## src/verilog/cpu20_pkg.sv

```systemverilog
// Widths, instruction field positions and opcode values of the 20-bit core
// Vector types for data words, instructions, register indices and opcodes
package cpu20_pkg;

    localparam int WORD_W   = 20;   // Data and instruction width
    localparam int NUM_REGS = 8;    // General registers
    localparam int REG_AW   = 3;    // Register index width
    localparam int OPC_W    = 6;    // Opcode field width

    typedef logic [WORD_W-1:0] word_t;
    typedef logic [WORD_W-1:0] instr_t;
    typedef logic [REG_AW-1:0] reg_addr_t;
    typedef logic [OPC_W-1:0]  opcode_t;

    // Low bit of each instruction field, bits 1 and 0 unused
    localparam int OPC_LSB  = 14;   // Bits 19..14
    localparam int SRC1_LSB = 11;   // Bits 13..11
    localparam int SRC2_LSB = 8;    // Bits 10..8
    localparam int DST1_LSB = 5;    // Bits 7..5
    localparam int DST2_LSB = 2;    // Bits 4..2

    localparam opcode_t OP_NOP   = 6'd1;
    localparam opcode_t OP_NOT   = 6'd8;    // First opcode with a result
    localparam opcode_t OP_AND   = 6'd9;
    localparam opcode_t OP_OR    = 6'd10;
    localparam opcode_t OP_XOR   = 6'd11;
    localparam opcode_t OP_SHFTR = 6'd12;
    localparam opcode_t OP_SHFTL = 6'd13;
    localparam opcode_t OP_ROTR  = 6'd14;
    localparam opcode_t OP_ROTL  = 6'd15;
    localparam opcode_t OP_SWAP  = 6'd16;   // Only two-destination opcode
    localparam opcode_t OP_INC   = 6'd17;   // Last opcode with a result
    localparam opcode_t OP_EQ    = 6'd23;   // Compares touch flags only
    localparam opcode_t OP_GT    = 6'd24;
    localparam opcode_t OP_LT    = 6'd25;
    localparam opcode_t OP_GET   = 6'd26;
    localparam opcode_t OP_LET   = 6'd27;

endpackage
```

## src/verilog/cpu20_top.sv

```systemverilog
// Top level of the 20-bit three-stage core
// Connects decode, execute, writeback and the register file
`timescale 1ns/100ps

module cpu20_top (
    input  logic                 clk,
    input  logic                 reset,
    input  logic                 instr_valid,
    input  cpu20_pkg::instr_t    instr,
    output logic                 instr_ready,
    output logic                 retire_valid,
    output logic                 retire_we1,
    output cpu20_pkg::reg_addr_t retire_dest1,
    output cpu20_pkg::word_t     retire_data1,
    output logic                 retire_we2,
    output cpu20_pkg::reg_addr_t retire_dest2,
    output cpu20_pkg::word_t     retire_data2,
    output logic                 flag_zero,
    output logic                 flag_sign,
    output logic                 flag_carry
);

    // Register file reads
    cpu20_pkg::reg_addr_t rd_addr1, rd_addr2;
    cpu20_pkg::word_t     rd_data1, rd_data2;
    // Decode register
    logic                 dec_valid, dec_we1, dec_we2;
    cpu20_pkg::opcode_t   dec_op;
    cpu20_pkg::reg_addr_t dec_dest1, dec_dest2;
    cpu20_pkg::word_t     dec_a, dec_b;
    // Execute register
    logic                 ex_valid, ex_we1, ex_we2;
    cpu20_pkg::reg_addr_t ex_dest1, ex_dest2;
    cpu20_pkg::word_t     ex_data1, ex_data2;
    logic                 ex_zero_en, ex_zero, ex_sign_en, ex_sign, ex_carry_en, ex_carry;
    // Register file writes
    logic                 wb_we1, wb_we2;
    cpu20_pkg::reg_addr_t wb_addr1, wb_addr2;
    cpu20_pkg::word_t     wb_data1, wb_data2;

    decode_stage u_decode (
        .clk, .reset, .instr_valid, .instr, .instr_ready,
        .rd_addr1, .rd_addr2, .rd_data1, .rd_data2,
        .ex_valid, .ex_we1, .ex_we2, .ex_dest1, .ex_dest2,
        .dec_valid, .dec_we1, .dec_we2, .dec_op, .dec_dest1, .dec_dest2, .dec_a, .dec_b
    );

    execute_stage u_execute (
        .clk, .reset,
        .dec_valid, .dec_we1, .dec_we2, .dec_op, .dec_dest1, .dec_dest2, .dec_a, .dec_b,
        .ex_valid, .ex_we1, .ex_we2, .ex_dest1, .ex_dest2, .ex_data1, .ex_data2,
        .ex_zero_en, .ex_zero, .ex_sign_en, .ex_sign, .ex_carry_en, .ex_carry
    );

    writeback_stage u_writeback (
        .clk, .reset,
        .ex_valid, .ex_we1, .ex_we2, .ex_dest1, .ex_dest2, .ex_data1, .ex_data2,
        .ex_zero_en, .ex_zero, .ex_sign_en, .ex_sign, .ex_carry_en, .ex_carry,
        .wb_we1, .wb_we2, .wb_addr1, .wb_addr2, .wb_data1, .wb_data2,
        .retire_valid, .retire_we1, .retire_dest1, .retire_data1,
        .retire_we2, .retire_dest2, .retire_data2,
        .flag_zero, .flag_sign, .flag_carry
    );

    register_file u_regs (
        .clk, .reset,
        .rd_addr1, .rd_addr2, .rd_data1, .rd_data2,
        .wb_we1, .wb_we2, .wb_addr1, .wb_addr2, .wb_data1, .wb_data2
    );

endmodule

```

## src/verilog/writeback_stage.sv

```systemverilog
// Writeback stage
// Register file write ports, flag register and the one-cycle retire record
`timescale 1ns/100ps

module writeback_stage (
    input  logic                 clk,
    input  logic                 reset,
    input  logic                 ex_valid,
    input  logic                 ex_we1,
    input  logic                 ex_we2,
    input  cpu20_pkg::reg_addr_t ex_dest1,
    input  cpu20_pkg::reg_addr_t ex_dest2,
    input  cpu20_pkg::word_t     ex_data1,
    input  cpu20_pkg::word_t     ex_data2,
    input  logic                 ex_zero_en,
    input  logic                 ex_zero,
    input  logic                 ex_sign_en,
    input  logic                 ex_sign,
    input  logic                 ex_carry_en,
    input  logic                 ex_carry,
    output logic                 wb_we1,
    output logic                 wb_we2,
    output cpu20_pkg::reg_addr_t wb_addr1,
    output cpu20_pkg::reg_addr_t wb_addr2,
    output cpu20_pkg::word_t     wb_data1,
    output cpu20_pkg::word_t     wb_data2,
    output logic                 retire_valid,
    output logic                 retire_we1,
    output cpu20_pkg::reg_addr_t retire_dest1,
    output cpu20_pkg::word_t     retire_data1,
    output logic                 retire_we2,
    output cpu20_pkg::reg_addr_t retire_dest2,
    output cpu20_pkg::word_t     retire_data2,
    output logic                 flag_zero,
    output logic                 flag_sign,
    output logic                 flag_carry
);

    // Register file commits on the same edge the retire record is taken
    assign wb_we1   = ex_valid && ex_we1;
    assign wb_we2   = ex_valid && ex_we2;
    assign wb_addr1 = ex_dest1;
    assign wb_addr2 = ex_dest2;
    assign wb_data1 = ex_data1;
    assign wb_data2 = ex_data2;

    always_ff @(posedge clk or posedge reset) begin
        if (reset) begin
            retire_valid <= 1'b0;
            retire_we1   <= 1'b0;
            retire_we2   <= 1'b0;
            flag_zero    <= 1'b0;
            flag_sign    <= 1'b0;
            flag_carry   <= 1'b0;
        end else begin
            retire_valid <= ex_valid;   // High for one cycle per instruction
            retire_we1   <= wb_we1;
            retire_we2   <= wb_we2;
            if (ex_valid && ex_zero_en) begin
                flag_zero <= ex_zero;
            end
            if (ex_valid && ex_sign_en) begin
                flag_sign <= ex_sign;
            end
            if (ex_valid && ex_carry_en) begin
                flag_carry <= ex_carry;  // Other flags keep their value
            end
        end
    end

    always_ff @(posedge clk) begin
        retire_dest1 <= ex_dest1;
        retire_data1 <= ex_data1;
        retire_dest2 <= ex_dest2;
        retire_data2 <= ex_data2;
    end

endmodule

```

## src/verilog/execute_stage.sv

```systemverilog
// Execute stage with the ALU for all supported opcodes
// Registers results, destinations, flag values and per-flag update enables
`timescale 1ns/100ps

module execute_stage (
    input  logic                 clk,
    input  logic                 reset,
    input  logic                 dec_valid,
    input  logic                 dec_we1,
    input  logic                 dec_we2,
    input  cpu20_pkg::opcode_t   dec_op,
    input  cpu20_pkg::reg_addr_t dec_dest1,
    input  cpu20_pkg::reg_addr_t dec_dest2,
    input  cpu20_pkg::word_t     dec_a,
    input  cpu20_pkg::word_t     dec_b,
    output logic                 ex_valid,
    output logic                 ex_we1,
    output logic                 ex_we2,
    output cpu20_pkg::reg_addr_t ex_dest1,
    output cpu20_pkg::reg_addr_t ex_dest2,
    output cpu20_pkg::word_t     ex_data1,
    output cpu20_pkg::word_t     ex_data2,
    output logic                 ex_zero_en,
    output logic                 ex_zero,
    output logic                 ex_sign_en,
    output logic                 ex_sign,
    output logic                 ex_carry_en,
    output logic                 ex_carry
);

    cpu20_pkg::word_t            res1;
    cpu20_pkg::word_t            res2;
    logic [cpu20_pkg::WORD_W:0]  inc_sum;     // Extra bit holds the wrap
    logic                        res_zero_en; // Zero flag taken from res1
    logic                        zero_en, zero_n;
    logic                        sign_en, sign_n;
    logic                        carry_en, carry_n;

    assign inc_sum = {1'b0, dec_a} + 1'b1;

    always_comb begin
        res1        = '0;
        res2        = dec_a;           // Only SWAP writes port 2
        res_zero_en = 1'b0;
        zero_en     = 1'b0;
        zero_n      = 1'b0;
        sign_en     = 1'b0;
        sign_n      = 1'b0;
        carry_en    = 1'b0;
        carry_n     = 1'b0;
        case (dec_op)
            cpu20_pkg::OP_NOP: begin
                // No result and no flag change
            end
            cpu20_pkg::OP_NOT: begin
                res1        = ~dec_a;
                res_zero_en = 1'b1;
            end
            cpu20_pkg::OP_AND: begin
                res1        = dec_a & dec_b;
                res_zero_en = 1'b1;
            end
            cpu20_pkg::OP_OR: begin
                res1        = dec_a | dec_b;
                res_zero_en = 1'b1;
            end
            cpu20_pkg::OP_XOR: begin
                res1        = dec_a ^ dec_b;
                res_zero_en = 1'b1;
            end
            cpu20_pkg::OP_SHFTR: begin
                res1        = {1'b0, dec_a[cpu20_pkg::WORD_W-1:1]};
                res_zero_en = 1'b1;
                carry_en    = 1'b1;
                carry_n     = dec_a[0];                       // Bit shifted out
            end
            cpu20_pkg::OP_SHFTL: begin
                res1        = {dec_a[cpu20_pkg::WORD_W-2:0], 1'b0};
                res_zero_en = 1'b1;
                carry_en    = 1'b1;
                carry_n     = dec_a[cpu20_pkg::WORD_W-1];
            end
            cpu20_pkg::OP_ROTR: res1 = {dec_a[0], dec_a[cpu20_pkg::WORD_W-1:1]};
            cpu20_pkg::OP_ROTL: res1 = {dec_a[cpu20_pkg::WORD_W-2:0], dec_a[cpu20_pkg::WORD_W-1]};
            cpu20_pkg::OP_SWAP: res1 = dec_b;                 // Port 2 gets a
            cpu20_pkg::OP_INC: begin
                res1        = inc_sum[cpu20_pkg::WORD_W-1:0];
                res_zero_en = 1'b1;
                carry_en    = 1'b1;
                carry_n     = inc_sum[cpu20_pkg::WORD_W];     // All ones wrapped
            end
            cpu20_pkg::OP_EQ: begin
                zero_en = 1'b1;
                zero_n  = (dec_a == dec_b);
            end
            cpu20_pkg::OP_GT: begin
                sign_en = 1'b1;
                sign_n  = (dec_a > dec_b);                    // Unsigned compare
            end
            cpu20_pkg::OP_LT: begin
                sign_en = 1'b1;
                sign_n  = (dec_a < dec_b);
            end
            cpu20_pkg::OP_GET, cpu20_pkg::OP_LET: begin
                zero_en = 1'b1;
                zero_n  = (dec_a == dec_b);
                sign_en = 1'b1;
                sign_n  = (dec_op == cpu20_pkg::OP_GET) ? (dec_a > dec_b) : (dec_a < dec_b);
            end
            default: begin
                // Dropped and undefined opcodes retire as NOP
            end
        endcase
        if (res_zero_en) begin
            zero_en = 1'b1;
            zero_n  = (res1 == '0);
        end
    end

    always_ff @(posedge clk or posedge reset) begin
        if (reset) begin
            ex_valid    <= 1'b0;
            ex_we1      <= 1'b0;
            ex_we2      <= 1'b0;
            ex_zero_en  <= 1'b0;
            ex_sign_en  <= 1'b0;
            ex_carry_en <= 1'b0;
        end else begin
            ex_valid    <= dec_valid;   // Moves every cycle, no stall
            ex_we1      <= dec_we1;
            ex_we2      <= dec_we2;
            ex_zero_en  <= zero_en;
            ex_sign_en  <= sign_en;
            ex_carry_en <= carry_en;
        end
    end

    always_ff @(posedge clk) begin
        ex_dest1 <= dec_dest1;
        ex_dest2 <= dec_dest2;
        ex_data1 <= res1;
        ex_data2 <= res2;
        ex_zero  <= zero_n;
        ex_sign  <= sign_n;
        ex_carry <= carry_n;
    end

endmodule

```

## src/verilog/decode_stage.sv

```systemverilog
// Decode stage of the three-stage pipeline
// Instruction handshake, RAW hazard check, operand read and write enables
`timescale 1ns/100ps

module decode_stage (
    input  logic                 clk,
    input  logic                 reset,
    input  logic                 instr_valid,
    input  cpu20_pkg::instr_t    instr,
    output logic                 instr_ready,
    output cpu20_pkg::reg_addr_t rd_addr1,
    output cpu20_pkg::reg_addr_t rd_addr2,
    input  cpu20_pkg::word_t     rd_data1,
    input  cpu20_pkg::word_t     rd_data2,
    input  logic                 ex_valid,
    input  logic                 ex_we1,
    input  logic                 ex_we2,
    input  cpu20_pkg::reg_addr_t ex_dest1,
    input  cpu20_pkg::reg_addr_t ex_dest2,
    output logic                 dec_valid,
    output logic                 dec_we1,
    output logic                 dec_we2,
    output cpu20_pkg::opcode_t   dec_op,
    output cpu20_pkg::reg_addr_t dec_dest1,
    output cpu20_pkg::reg_addr_t dec_dest2,
    output cpu20_pkg::word_t     dec_a,
    output cpu20_pkg::word_t     dec_b
);

    cpu20_pkg::opcode_t   opc;
    cpu20_pkg::reg_addr_t dst1;
    cpu20_pkg::reg_addr_t dst2;
    logic                 we1;
    logic                 we2;
    logic                 hit_dec;
    logic                 hit_ex;
    logic                 take;

    // True when either source field names the given destination
    function automatic logic reads_reg(input cpu20_pkg::reg_addr_t s1,
                                       input cpu20_pkg::reg_addr_t s2,
                                       input cpu20_pkg::reg_addr_t d);
        return (s1 == d) || (s2 == d);
    endfunction

    // Field split
    assign opc      = instr[cpu20_pkg::OPC_LSB +: cpu20_pkg::OPC_W];
    assign rd_addr1 = instr[cpu20_pkg::SRC1_LSB +: cpu20_pkg::REG_AW];
    assign rd_addr2 = instr[cpu20_pkg::SRC2_LSB +: cpu20_pkg::REG_AW];
    assign dst1     = instr[cpu20_pkg::DST1_LSB +: cpu20_pkg::REG_AW];
    assign dst2     = instr[cpu20_pkg::DST2_LSB +: cpu20_pkg::REG_AW];

    // NOT through INC form one contiguous block of result opcodes
    assign we1 = (opc >= cpu20_pkg::OP_NOT) && (opc <= cpu20_pkg::OP_INC);
    assign we2 = (opc == cpu20_pkg::OP_SWAP);

    // Pending writes still in flight block a dependent read
    assign hit_dec = dec_valid &&
                     ((dec_we1 && reads_reg(rd_addr1, rd_addr2, dec_dest1)) ||
                      (dec_we2 && reads_reg(rd_addr1, rd_addr2, dec_dest2)));
    assign hit_ex  = ex_valid &&
                     ((ex_we1 && reads_reg(rd_addr1, rd_addr2, ex_dest1)) ||
                      (ex_we2 && reads_reg(rd_addr1, rd_addr2, ex_dest2)));

    assign instr_ready = !(hit_dec || hit_ex);
    assign take        = instr_valid && instr_ready;   // Transfer this edge

    always_ff @(posedge clk or posedge reset) begin
        if (reset) begin
            dec_valid <= 1'b0;
            dec_we1   <= 1'b0;
            dec_we2   <= 1'b0;
        end else begin
            dec_valid <= take;          // Bubble when nothing is taken
            dec_we1   <= take && we1;
            dec_we2   <= take && we2;
        end
    end

    // Operands and destinations, captured on a transfer only
    always_ff @(posedge clk) begin
        if (take) begin
            dec_op    <= opc;
            dec_dest1 <= dst1;
            dec_dest2 <= dst2;
            dec_a     <= rd_data1;
            dec_b     <= rd_data2;
        end
    end

endmodule

```

## src/verilog/register_file.sv

```systemverilog
// Eight-entry 20-bit register file
// Two combinational read ports, two write ports, port 2 wins on a clash
`timescale 1ns/100ps

module register_file (
    input  logic                 clk,
    input  logic                 reset,
    input  cpu20_pkg::reg_addr_t rd_addr1,
    input  cpu20_pkg::reg_addr_t rd_addr2,
    output cpu20_pkg::word_t     rd_data1,
    output cpu20_pkg::word_t     rd_data2,
    input  logic                 wb_we1,
    input  logic                 wb_we2,
    input  cpu20_pkg::reg_addr_t wb_addr1,
    input  cpu20_pkg::reg_addr_t wb_addr2,
    input  cpu20_pkg::word_t     wb_data1,
    input  cpu20_pkg::word_t     wb_data2
);

    cpu20_pkg::word_t regs [cpu20_pkg::NUM_REGS];

    assign rd_data1 = regs[rd_addr1];   // Read during decode
    assign rd_data2 = regs[rd_addr2];

    always_ff @(posedge clk or posedge reset) begin
        if (reset) begin
            for (int i = 0; i < cpu20_pkg::NUM_REGS; i++) begin
                regs[i] <= '0;              // Architectural reset to zero
            end
        end else begin
            if (wb_we1) begin
                regs[wb_addr1] <= wb_data1;
            end
            if (wb_we2) begin
                regs[wb_addr2] <= wb_data2; // Later assignment takes precedence
            end
        end
    end

endmodule

```

## config.mk

```make
export PLATFORM = sky130hd
export DESIGN_NAME = cpu20_top
export DESIGN_NICKNAME = d
export VERILOG_FILES = /design/src/verilog/cpu20_pkg.sv /design/src/verilog/cpu20_top.sv /design/src/verilog/writeback_stage.sv /design/src/verilog/execute_stage.sv /design/src/verilog/decode_stage.sv /design/src/verilog/register_file.sv
export SDC_FILE = /design/constraint.sdc
export NUM_CORES = 1
export LEC_CHECK = 0
export BUFFER_PORTS_ARGS = -buffer_cell sky130_fd_sc_hd__buf_4
export CAP_MARGIN = 30
export CORE_AREA = 2 2 165 183
export CTS_BUF_LIST = sky130_fd_sc_hd__clkbuf_4 sky130_fd_sc_hd__clkbuf_8 sky130_fd_sc_hd__clkbuf_16
export DETAILED_ROUTE_END_ITERATION = 8
export DIE_AREA = 0 0 167 185
export PLACE_DENSITY = 0.8
export SLEW_MARGIN = 20
export SYNTH_ARGS = -nofsm -noshare
export SYNTH_HDL_FRONTEND = slang
export SYNTH_SLANG_ARGS = --single-unit
```

## constraint.sdc

```tcl
create_clock -name clk -period 8.69 [get_ports clk]
set_input_delay 1.738 -clock clk [delete_from_list [all_inputs] [get_ports clk]]
set_output_delay 1.738 -clock clk [all_outputs]
set_load 0.01 [all_outputs]
```

==> results by group, run 1 <==
Worst setup path
  – Crit-path cells: buf_4, xor2_1, nor2_1, a221oi_1, a21oi_1, a22o_1, a222oi_1, buf_4
  – Max incr delay on CP: approximately 0.70 ns
  – Critical Path RT: slightly below 7 ns
  – Critical path startpoint category: primary input
  – Critical Path End Type: output port
  – Crit path max fanout: between 40 and 50
  – Critical path's slowest cell: buf_4
  – Crit path DAT: between 4 and 5 ns
  – Crit-path most repeated cell: buf_4
  – Critical path class: primary input to output port

Route
  – Post-route ant nets: 0
  – Final WL: 46400 um
  – Drc violations: 0
  – Via count of the routed design: roughly 13k
  – WL/cell: approximately 24 um
  – Initial DRT Pass Iterations: 5
  – Violation count after the first detailed-routing iteration: ~1.5k
  – Via-per-instance ratio: approximately 6.6

Logic synthesis
  – Largest family of logic cells by synthesized area: multiplexers
  – Most common cell in the netlist: dfrtp_1
  – Ys async rst share: approximately 54%
  – Top_reg_cell synth: dfrtp_1
  – Post-synth top cells: 175 x dfrtp_1, 170 x mux2i_1, 154 x nand2_1
  – Syn Inst Count: ~1.6k
  – Synth Warn #: 0
  – Post-synth EDFFs: 52
  – Compound-Gate Fraction of Synth Area: between 10% and 20%
  – #FFs+latches synth: 322
  – Leading area contributor after synthesis: dfrtp_1
  – Syn avg cell area: roughly 11 um^2
  – Top cell type's share of synthesized area: approximately a quarter
  – Area contributors post-synth: dfrtp_1 26%, dfxtp_1 11%, mux4_2 11%
  – Proportion of synthesized area in mux cells: 23.6%
  – Post-synthesis adder-cell area fraction: 4.45%
  – Seq/Total Area, Yosys: roughly 46%
  – Mapped Area: approximately 17000 um^2
  – Syn Nets: 1651
  – Synth unique cells: 75
  – Simple-Gate Fraction of Synth Area: about a tenth
  – Xor/xnor share of the synthesized area: roughly 1.5%

Clocking
  – Cts hold-fix bufs: 0
  – Root buf cell: clkbuf_16
  – Clock Latency Late Sink: around 0.52 ns
  – Reg clk slew, reported paths: around 0.060 ns
  – Resized Gates After CTS: 0
  – Clock buffer depth: 3
  – H-tree Lvls: 2
  – Setup Fix Bufs, Post-CTS: 0
  – CTS tree: built
  – CTS buffer count: 34
  – Clock Sinks: around 320

Finish
  – Antenna Cells: 0
  – Layout cells sized above 1: between 10% and 20%
  – Layout Nets: 1634
  – Layout Cells excl Fill: roughly 2k
  – Synth-to-Final Area Change: 10.7%

Timing
  – Clk_skew: approximately 0.022 ns
  – Final Max Tran Viols: 0
  – Period utilization: roughly two thirds
  – RSZ-0062 raised after global routing: false
  – Relative slew margins: between 30% and 40%
  – Worst setup margin: 2.90 ns
  – Hold Violations, Final: 0
  – Minimum clock period: approximately 5.8 ns
  – # setup viols final: 0
  – Slew @ Worst Pin: 0.940 ns
  – Setup_tns: 0 ns
  – Achievable frequency: 173 MHz

Run status
  – Status: completed

Power
  – P_leak: between 7 and 8 nW
  – Max IR drop VDD: approximately 180 uV
  – Pwr Total: 0.00348 W
  – Power density over cell area: about 180 nW/um^2

Floorplan
  – IO Pins: 76
  – Die Span Y: approximately 190 um
  – Row count: 66
  – Initial core utilization: about 59%
  – Die Width: 167 um
  – Core area: around 29000 um^2
  – Die ar.: about 30000 um^2

Placed design
  – Detailed Place HPWL: 28500 um
  – Number of port buffers: 73
  – GPL Wtd Cong: ~0.94
  – Pre-CTS setup slack: between 2 and 3 ns
  – Post-Place Cells: approximately 1.9k

Worst hold path
  – Worst hold path class: flop to flop

Run
  – Max_cap viols: 0

Global route
  – First-pass GRT wire length: around 72000 um
  – GRT Overall Usage: a little under a third
  – GRT overflow: 0
  – Largest net degree at the start of global routing: around 100
  – Initial antenna violation count: 0
  – Vias in the first global route: about 13k
[logic make-up (layout without fill, tap and decap cells)]
group                    after synthesis  count (layout)
multiplexers                         296             296
buffers and inverters                213             222
adder cells (fa/ha/maj)               61              61
flip-flops                           322             322
AND/OR/NAND/NOR                      344             344
XOR/XNOR                              29              29
AO/OA/AOI/OAI                        302             302
[path summary, 6_finish.rpt]
kind / startpoint / end / slack [ns] / cells after the start
max reg2reg: u_decode.dec_op[0]$_DFFE_PP_ / u_execute.ex_zero$_DFF_P_ / 5.42 / 8
min in group asynchronous: reset / u_regs.regs[96]$_DFF_PP0_ / 1.20 / 2
max: instr[11] / instr_ready / 2.90 / 8
min reg2reg: u_decode.dec_we2$_DFF_PP0_ / u_execute.ex_we2$_DFF_PP0_ / 0.39 / 0
max in group asynchronous: reset / u_regs.regs[1]$_DFF_PP0_ / 6.41 / 4
min: u_decode.dec_we2$_DFF_PP0_ / u_execute.ex_we2$_DFF_PP0_ / 0.39 / 0
[power breakdown]
part	internal, W	leakage (nW)	total (W)	switching (W)
Sequential	0.00160	3.73	0.00171	0.000102
Combinational	0.000142	3.63	0.000308	0.000166
Clock	0.000865	0.570	0.00147	0.000603
Total	0.00261	7.94	0.00348	0.000871
[routing by layer]
layer / GRT usage [%] / wire (um) / vias to the layer above
met5: 0 / 0 / -
met4: 14.1 / 2120 / 0
met3: 5.09 / 4140 / 167
met2: 48.7 / 21700 / 703
met1: 39.9 / 18400 / 6373
li1: - / - / 5604
[cells in the final DEF, fill, tap and decap left out, drive strengths merged, types with 20 or more instances in the layout]
master and count:
mux2 43, buf 100, nor3 20, dfrtp 175, mux4 83, inv 61, o21ai 151, edfxtp 52
nand2 154, dfxtp 95, mux2i 170, clkbuf 51, ha 61, a21oi 65, nor2 80
[registers in the layout (all words and copies together) (netlist names), 6 cells and up]
signal,cells
u_execute.ex_data1,20
u_writeback.retire_data2,20
u_decode.dec_a,20
u_execute.ex_data2,20
u_writeback.retire_data1,20
u_decode.dec_b,20
u_regs.regs,160
u_decode.dec_op,6
[area by class of cell]
class	count	area (um^2)
Clock inverter	11	65.1
Inverter	60	230
Fill cell	2140	10100
Sequential cell	322	7840
Timing Repair Buffer	100	803
Multi-Input combinational cell	1032	8520
Tap cell	374	468
Clock buffer	51	1080
[metrics by stage]
| stage | area [um^2] | util, % | hold WS, ns |
|---|---|---|---|
| CTS | 19000 | 65.0 | 0.395 |
| floorplan | 17200 | - | 0.329 |
| finish | 19000 | 65.2 | 0.388 |
| global placement | 17800 | 61.0 | 0.370 |
| detailed placement | 17800 | 61.1 | 0.382 |
| global route | 19000 | 65.2 | 0.398 |
[worst max-delay path: cells and delay by family]
kind	cells	cell delay, ns
AOI/OAI and AO/OA	4	1.10
xor gates and xnor gates	1	0.20
buffers and inverters	2	0.93
and+or+nand+nor	1	0.08
Note: power is estimated with default switching activity, not from simulation.
==> run 2: changes to the inputs <==
- clock period: 8.69 -> 5.96 ns (I/O delays scaled with it)
==> results by group, run 2 (synthesis gave the netlist of run 1 again) <==
Run status
  – Status: completed (unchanged)

Clocking
  – Resized Gates After CTS: 0 (unchanged)
  – CTS tree: built (unchanged)
  – Setup Fix Bufs, Post-CTS: 0 (unchanged)
  – Clock buffer depth: 3 (unchanged)
  – CTS buffer count: 31 (was 34)
  – Root buf cell: clkbuf_16 (unchanged)
  – Clock Latency Late Sink: 0.57 ns (was 0.52 ns)
  – Cts hold-fix bufs: 0 (unchanged)
  – H-tree Lvls: 1 (was 2)
  – Reg clk slew, reported paths: 0.06 ns (about the same)
  – Clock Sinks: 322 (unchanged)

Worst setup path
  – Path depth of the worst reg2reg path: 7 (was 8)
  – Crit path max fanout: 27 (was 45)
  – Critical Path End Type: output port (unchanged)
  – Critical Path RT: 4.77 ns (was 6.95 ns)
  – Crit path DAT: 3.45 ns (was 4.06 ns)
  – Critical path startpoint category: primary input (unchanged)
  – Critical path class: primary input to output port (unchanged)

Finish
  – Antenna Cells: 0 (unchanged)
  – Most frequent cells in the layout: 175 x dfrtp_1, 170 x mux2i_1, 154 x nand2_1, 141 x o21ai_0, 95 x dfxtp_1 (was 175 x dfrtp_1, 170 x mux2i_1, 154 x nand2_1, 141 x o21ai_0, 97 x buf_4)
  – Final instance area: 18800 um^2 (was 19000 um^2)
  – Filler cells: 2202 (was 2140)
  – Max FFs per register: 160 (unchanged)
  – Most common cell after layout, fill and taps aside: dfrtp_1 (unchanged)
  – Layout Nets: 1629 (was 1634)
  – Layout cells sized above 1: 19.4% (was 19.5%)
  – Largest register by flop count: u_regs.regs (unchanged)
  – Synth-to-Final Area Change: 9.73% (was 10.7%)

Power
  – Power density over cell area: 258 nW/um^2 (was 183 nW/um^2)
  – P_leak: 7.87 nW (was 7.94 nW)
  – Max IR drop VDD: 231 uV (was 177 uV)

Timing
  – RSZ-0062 raised after global routing: false (unchanged)
  – Relative slew margins: 38.7% (was 37.3%)
  – Minimum clock period: 4.64 ns
  – # setup viols final: 0 (unchanged)
  – Achievable frequency: 216 MHz
  – Period utilization: 77.8%
  – Slew @ Worst Pin: 0.919 ns (was 0.940 ns)
  – Final Max Tran Viols: 0 (unchanged)
  – Clk_skew: 0.0180 ns (was 0.0224 ns)
  – Hold Violations, Final: 0 (unchanged)
  – Setup_tns: 0 ns (unchanged)

Floorplan
  – Die Span Y: 185 um (unchanged)
  – Die ar.: 30900 um^2 (unchanged)
  – Row count: 66 (unchanged)
  – IO Pins: 76 (unchanged)
  – Core area: 29200 um^2 (unchanged)
  – Initial core utilization: 58.9% (unchanged)
  – Die Width: 167 um (unchanged)

Global route
  – First-pass GRT wire length: 73200 um (was 71600 um)
  – Initial antenna violation count: 0 (unchanged)
  – Vias in the first global route: 13.1k (was 12.8k)
  – GRT overflow: 0 (unchanged)
  – GRT Overall Usage: 30.6% (was 30.1%)
  – Largest net degree at the start of global routing: 95 (was 101)

Placed design
  – Number of port buffers: 73 (unchanged)
  – GPL Wtd Cong: 0.934 (was 0.940)
  – Placed inst area: 17800 um^2 (about the same)
  – Detailed Place HPWL: 28900 um (was 28500 um)

Route
  – Final WL: 47400 um (was 46400 um)
  – Via-per-instance ratio: 6.60 (was 6.59)
  – WL/cell: 24.4 um (was 23.8 um)
  – Initial DRT Pass Iterations: 7 (was 5)
  – Violation count after the first detailed-routing iteration: 1509 (was 1506)
  – Post-route ant nets: 0 (unchanged)
  – Drc violations: 0 (unchanged)
  – Via count of the routed design: 12.8k (about the same)

Run
  – Max_cap viols: 0 (unchanged)

Worst hold path
  – Worst hold path class: flop to flop (unchanged)
  – Hold path depth: 0 (unchanged)
-- run 2: worst max-delay path, stage by stage --
cell and delay [ns]:
buf_4 0.35, buf_12 0.31, xor2_1 0.16, nor2_1 0.07, a221oi_1 0.27, a21oi_1 0.09
a22o_1 0.24, a222oi_1 0.52, buf_4 0.23
-- run 2: path summary, 6_finish.rpt --
kind                                               from                            to  slack (ns)
max in group asynchronous                         reset     u_regs.regs[41]$_DFF_PP0_        4.19
max reg2reg                u_decode.dec_op[2]$_DFFE_PP_     u_execute.ex_zero$_DFF_P_        2.71
min in group asynchronous                         reset     u_regs.regs[96]$_DFF_PP0_        0.74
min reg2reg                u_decode.dec_valid$_DFF_PP0_  u_execute.ex_valid$_DFF_PP0_        0.40
min                        u_decode.dec_valid$_DFF_PP0_  u_execute.ex_valid$_DFF_PP0_        0.40
max                                            instr[8]                   instr_ready        1.32
-- run 2: cell type report --
| class | instances | area [um^2] | area share [%] |
|---|---|---|---|
| sequential | 322 | 7840 | 41.6 |
| inverter | 60 | 230 | 1.22 |
| clock inverter | 14 | 78.8 | 0.418 |
| clock buffer | 43 | 915 | 4.86 |
| tap | 374 | 468 | 2.48 |
| multi-input combinational | 1032 | 8520 | 45.2 |
| timing repair buffer | 98 | 786 | 4.17 |
-- run 2: per-layer routing --
metal	track usage, %	routed length (um)
met1	40.7	18400
met2	49.1	22200
met3	5.47	4720
met4	14.7	2140
met5	0	0
-- run 2: report_power, final --
group / internal (W) / switching [W]
registers: 0.00234 / 0.000150
clock network: 0.00107 / 0.000854
logic: 0.000207 / 0.000246
-- run 2: per-stage QoR --
stage | hold slack (ns) | setup WS [ns] | total power (W) | instances | util, %
floorplan | 0.329 | 0.0228 | 0.00280 | 1567 | -
global placement | 0.370 | 1.23 | 0.00295 | 1884 | 61.1
detailed placement | 0.371 | 1.19 | 0.00297 | 1884 | 61.1
CTS | 0.390 | 1.19 | 0.00488 | 1941 | 64.5
global route | 0.402 | 1.19 | 0.00503 | 1943 | 64.6
finish | 0.396 | 1.32 | 0.00487 | 1943 | 64.6
==> run 3: changes to the inputs <==
- clock period: 5.96 -> 4.55 ns (I/O delays scaled with it)
==> results by group, run 3 (synthesis gave the netlist of run 1 again) <==
Worst setup path
  – Critical path startpoint category: primary input (unchanged)
  – Crit path max fanout: 25 (was 27)
  – WP buf/inv: 2 (was 3)
  – Worst path top cell family by delay: compound AO/OA/AOI/OAI gates (unchanged)
  – Critical path's slowest cell: a222oi_1 (unchanged)
  – Critical Path End Type: output port (unchanged)
  – Critical Path RT: 3.64 ns (was 4.77 ns)
  – Critical path class: primary input to output port (unchanged)
  – Max incr delay on CP: 0.52 ns (about the same)
  – Crit-path most repeated cell: buf_4 (unchanged)
  – Crit path DAT: 2.93 ns (was 3.45 ns)
  – Crit-path cells: buf_4, xor2_1, nor2_1, a221oi_1, a21oi_1, a22o_1, a222oi_1, buf_4 (was buf_4, buf_12, xor2_1, nor2_1, a221oi_1, a21oi_1, a22o_1, a222oi_1, buf_4)

Finish
  – Synth-to-Final Area Change: 10.7% (was 9.73%)
  – Layout Nets: 1640 (was 1629)
  – Most common cell after layout, fill and taps aside: dfrtp_1 (unchanged)
  – Post-layout util: 65.2% (was 64.6%)
  – Largest register by flop count: u_regs.regs (unchanged)
  – Final instance area: 19000 um^2 (was 18800 um^2)
  – Layout cells sized above 1: 20.0% (was 19.4%)
  – Max FFs per register: 160 (unchanged)
  – Most frequent cells in the layout: 175 x dfrtp_1, 170 x mux2i_1, 154 x nand2_1, 141 x o21ai_0, 104 x buf_4 (was 175 x dfrtp_1, 170 x mux2i_1, 154 x nand2_1, 141 x o21ai_0, 95 x dfxtp_1)
  – Antenna Cells: 0 (unchanged)

Placed design
  – GPL Wtd Cong: 0.956 (was 0.934)
  – Detailed Place HPWL: 29400 um (was 28900 um)
  – Placed inst area: 17900 um^2 (was 17800 um^2)
  – Number of port buffers: 73 (unchanged)
  – Pre-CTS setup slack: 0.689 ns (was 1.19 ns)

Route
  – Final WL: 47700 um (was 47400 um)
  – WL/cell: 24.4 um (about the same)
  – Met2 WL: 22400 um (was 22200 um)
  – Via-per-instance ratio: 6.57 (was 6.60)
  – M1 wire length: 18300 um (was 18400 um)
  – DR WL met3: 4620 um (was 4720 um)
  – Violation count after the first detailed-routing iteration: 1529 (was 1509)
  – Highest Signal Layer: met5 (was met4)
  – Via count of the routed design: 12.9k (was 12.8k)
  – Post-route ant nets: 0 (unchanged)
  – Drc violations: 0 (unchanged)
  – Initial DRT Pass Iterations: 6 (was 7)

Global route
  – Initial antenna violation count: 1 (was 0)
  – GRT overflow: 0 (unchanged)
  – GRT Overall Usage: 31.1% (was 30.6%)
  – Largest net degree at the start of global routing: 121 (was 95)
  – Vias in the first global route: 13.1k (about the same)
  – First-pass GRT wire length: 74000 um (was 73200 um)

Run
  – Max_cap viols: 0 (unchanged)

Power
  – Sw frac: 25.0% (was 25.7%)
  – Sequential group share of total power: 49.3% (was 51.1%)
  – Int Power: 0.00497 W (was 0.00362 W)
  – Power density over cell area: 349 nW/um^2 (was 258 nW/um^2)
  – Logic pwr share: 8.9% (was 9.3%)
  – P_sw: 0.00166 W (was 0.00125 W)
  – Clk pwr share: 41.9% (was 39.6%)
  – P_leak: 7.95 nW (was 7.87 nW)
  – Max IR drop VDD: 355 uV (was 231 uV)

Timing
  – Slew @ Worst Pin: 0.951 ns (was 0.919 ns)
  – RSZ-0062 raised after global routing: false (unchanged)
  – Worst setup margin: 0.712 ns (was 1.32 ns)
  – Period utilization: a little over four fifths
  – Final Max Tran Viols: 0 (unchanged)
  – Minimum clock period: between 3 and 4 ns
  – Achievable frequency: 261 MHz
  – Setup_tns: 0 ns (unchanged)
  – # setup viols final: 0 (unchanged)
  – Clk_skew: 0.0224 ns (was 0.0180 ns)
  – Relative slew margins: 36.6% (was 38.7%)
  – Hold Violations, Final: 0 (unchanged)

Floorplan
  – Row count: 66 (unchanged)
  – Initial core utilization: 58.9% (unchanged)
  – Die Span Y: 185 um (unchanged)
  – Die Width: 167 um (unchanged)
  – Die ar.: 30900 um^2 (unchanged)
  – IO Pins: 76 (unchanged)
  – Core area: 29200 um^2 (unchanged)

Clocking
  – Root buf cell: clkbuf_16 (unchanged)
  – Cts hold-fix bufs: 0 (unchanged)
  – CTS tree: built (unchanged)
  – Setup Fix Bufs, Post-CTS: 0 (unchanged)
  – Resized Gates After CTS: 0 (unchanged)
  – H-tree Lvls: 2 (was 1)
  – Reg clk slew, reported paths: 0.05 ns (was 0.06 ns)
  – Clock buffer depth: 3 (unchanged)
  – Clock Sinks: 322 (unchanged)
  – Clock Latency Late Sink: 0.52 ns (was 0.57 ns)
  – CTS buffer count: 34 (was 31)

Run status
  – Status: completed (unchanged)

Worst hold path
  – Worst hold path class: flop to flop (unchanged)
-- run 3: cell type report --
cell class	instances	area, um^2
inverter	60	229
clock buffer	48	1020
fill	2132	10100
sequential	322	7840
clock inverter	14	104
timing repair buffer	106	821
tap	374	468
multi-input combinational	1032	8520
-- run 3: per-stage QoR --
stage / power (W) / hold slack, ns / cells
6_report: 0.00663 / 0.394 / 1956
2_1_floorplan: 0.00367 / 0.329 / 1567
5_1_grt: 0.00684 / 0.412 / 1956
3_3_place_gp: 0.00386 / 0.372 / 1893
4_1_cts: 0.00665 / 0.398 / 1955
3_5_place_dp: 0.00389 / 0.387 / 1893
-- run 3: path summary, 6_finish.rpt --
kind	slack (ns)	from	endpoint	cells after the start
min in group asynchronous	0.49	reset	u_regs.regs[96]$_DFF_PP0_	2
min reg2reg	0.39	u_decode.dec_we2$_DFF_PP0_	u_execute.ex_we2$_DFF_PP0_	0
max	0.71	instr[13]	instr_ready	8
max in group asynchronous	2.98	reset	u_regs.regs[22]$_DFF_PP0_	3
max reg2reg	1.25	u_decode.dec_a[3]$_DFFE_PP_	u_execute.ex_zero$_DFF_P_	7
min	0.39	u_decode.dec_we2$_DFF_PP0_	u_execute.ex_we2$_DFF_PP0_	0
-- run 3: metal layers --
metal	GRT usage (%)	vias to the layer above
met5	0	-
met4	16.3	2
met3	6.26	194
met2	50.1	808
met1	40.3	6247
li1	-	5609
-- run 3: power by group through the flow --
stage | sequential, W | combinational, W | clock [W]
after global placement | 0.00330 | 0.000564 | 0
final | 0.00327 | 0.000587 | 0.00278
after CTS | 0.00326 | 0.000586 | 0.00280
after floorplan | 0.00321 | 0.000459 | 0
after global routing | 0.00328 | 0.000642 | 0.00292
after detailed placement | 0.00331 | 0.000581 | 0
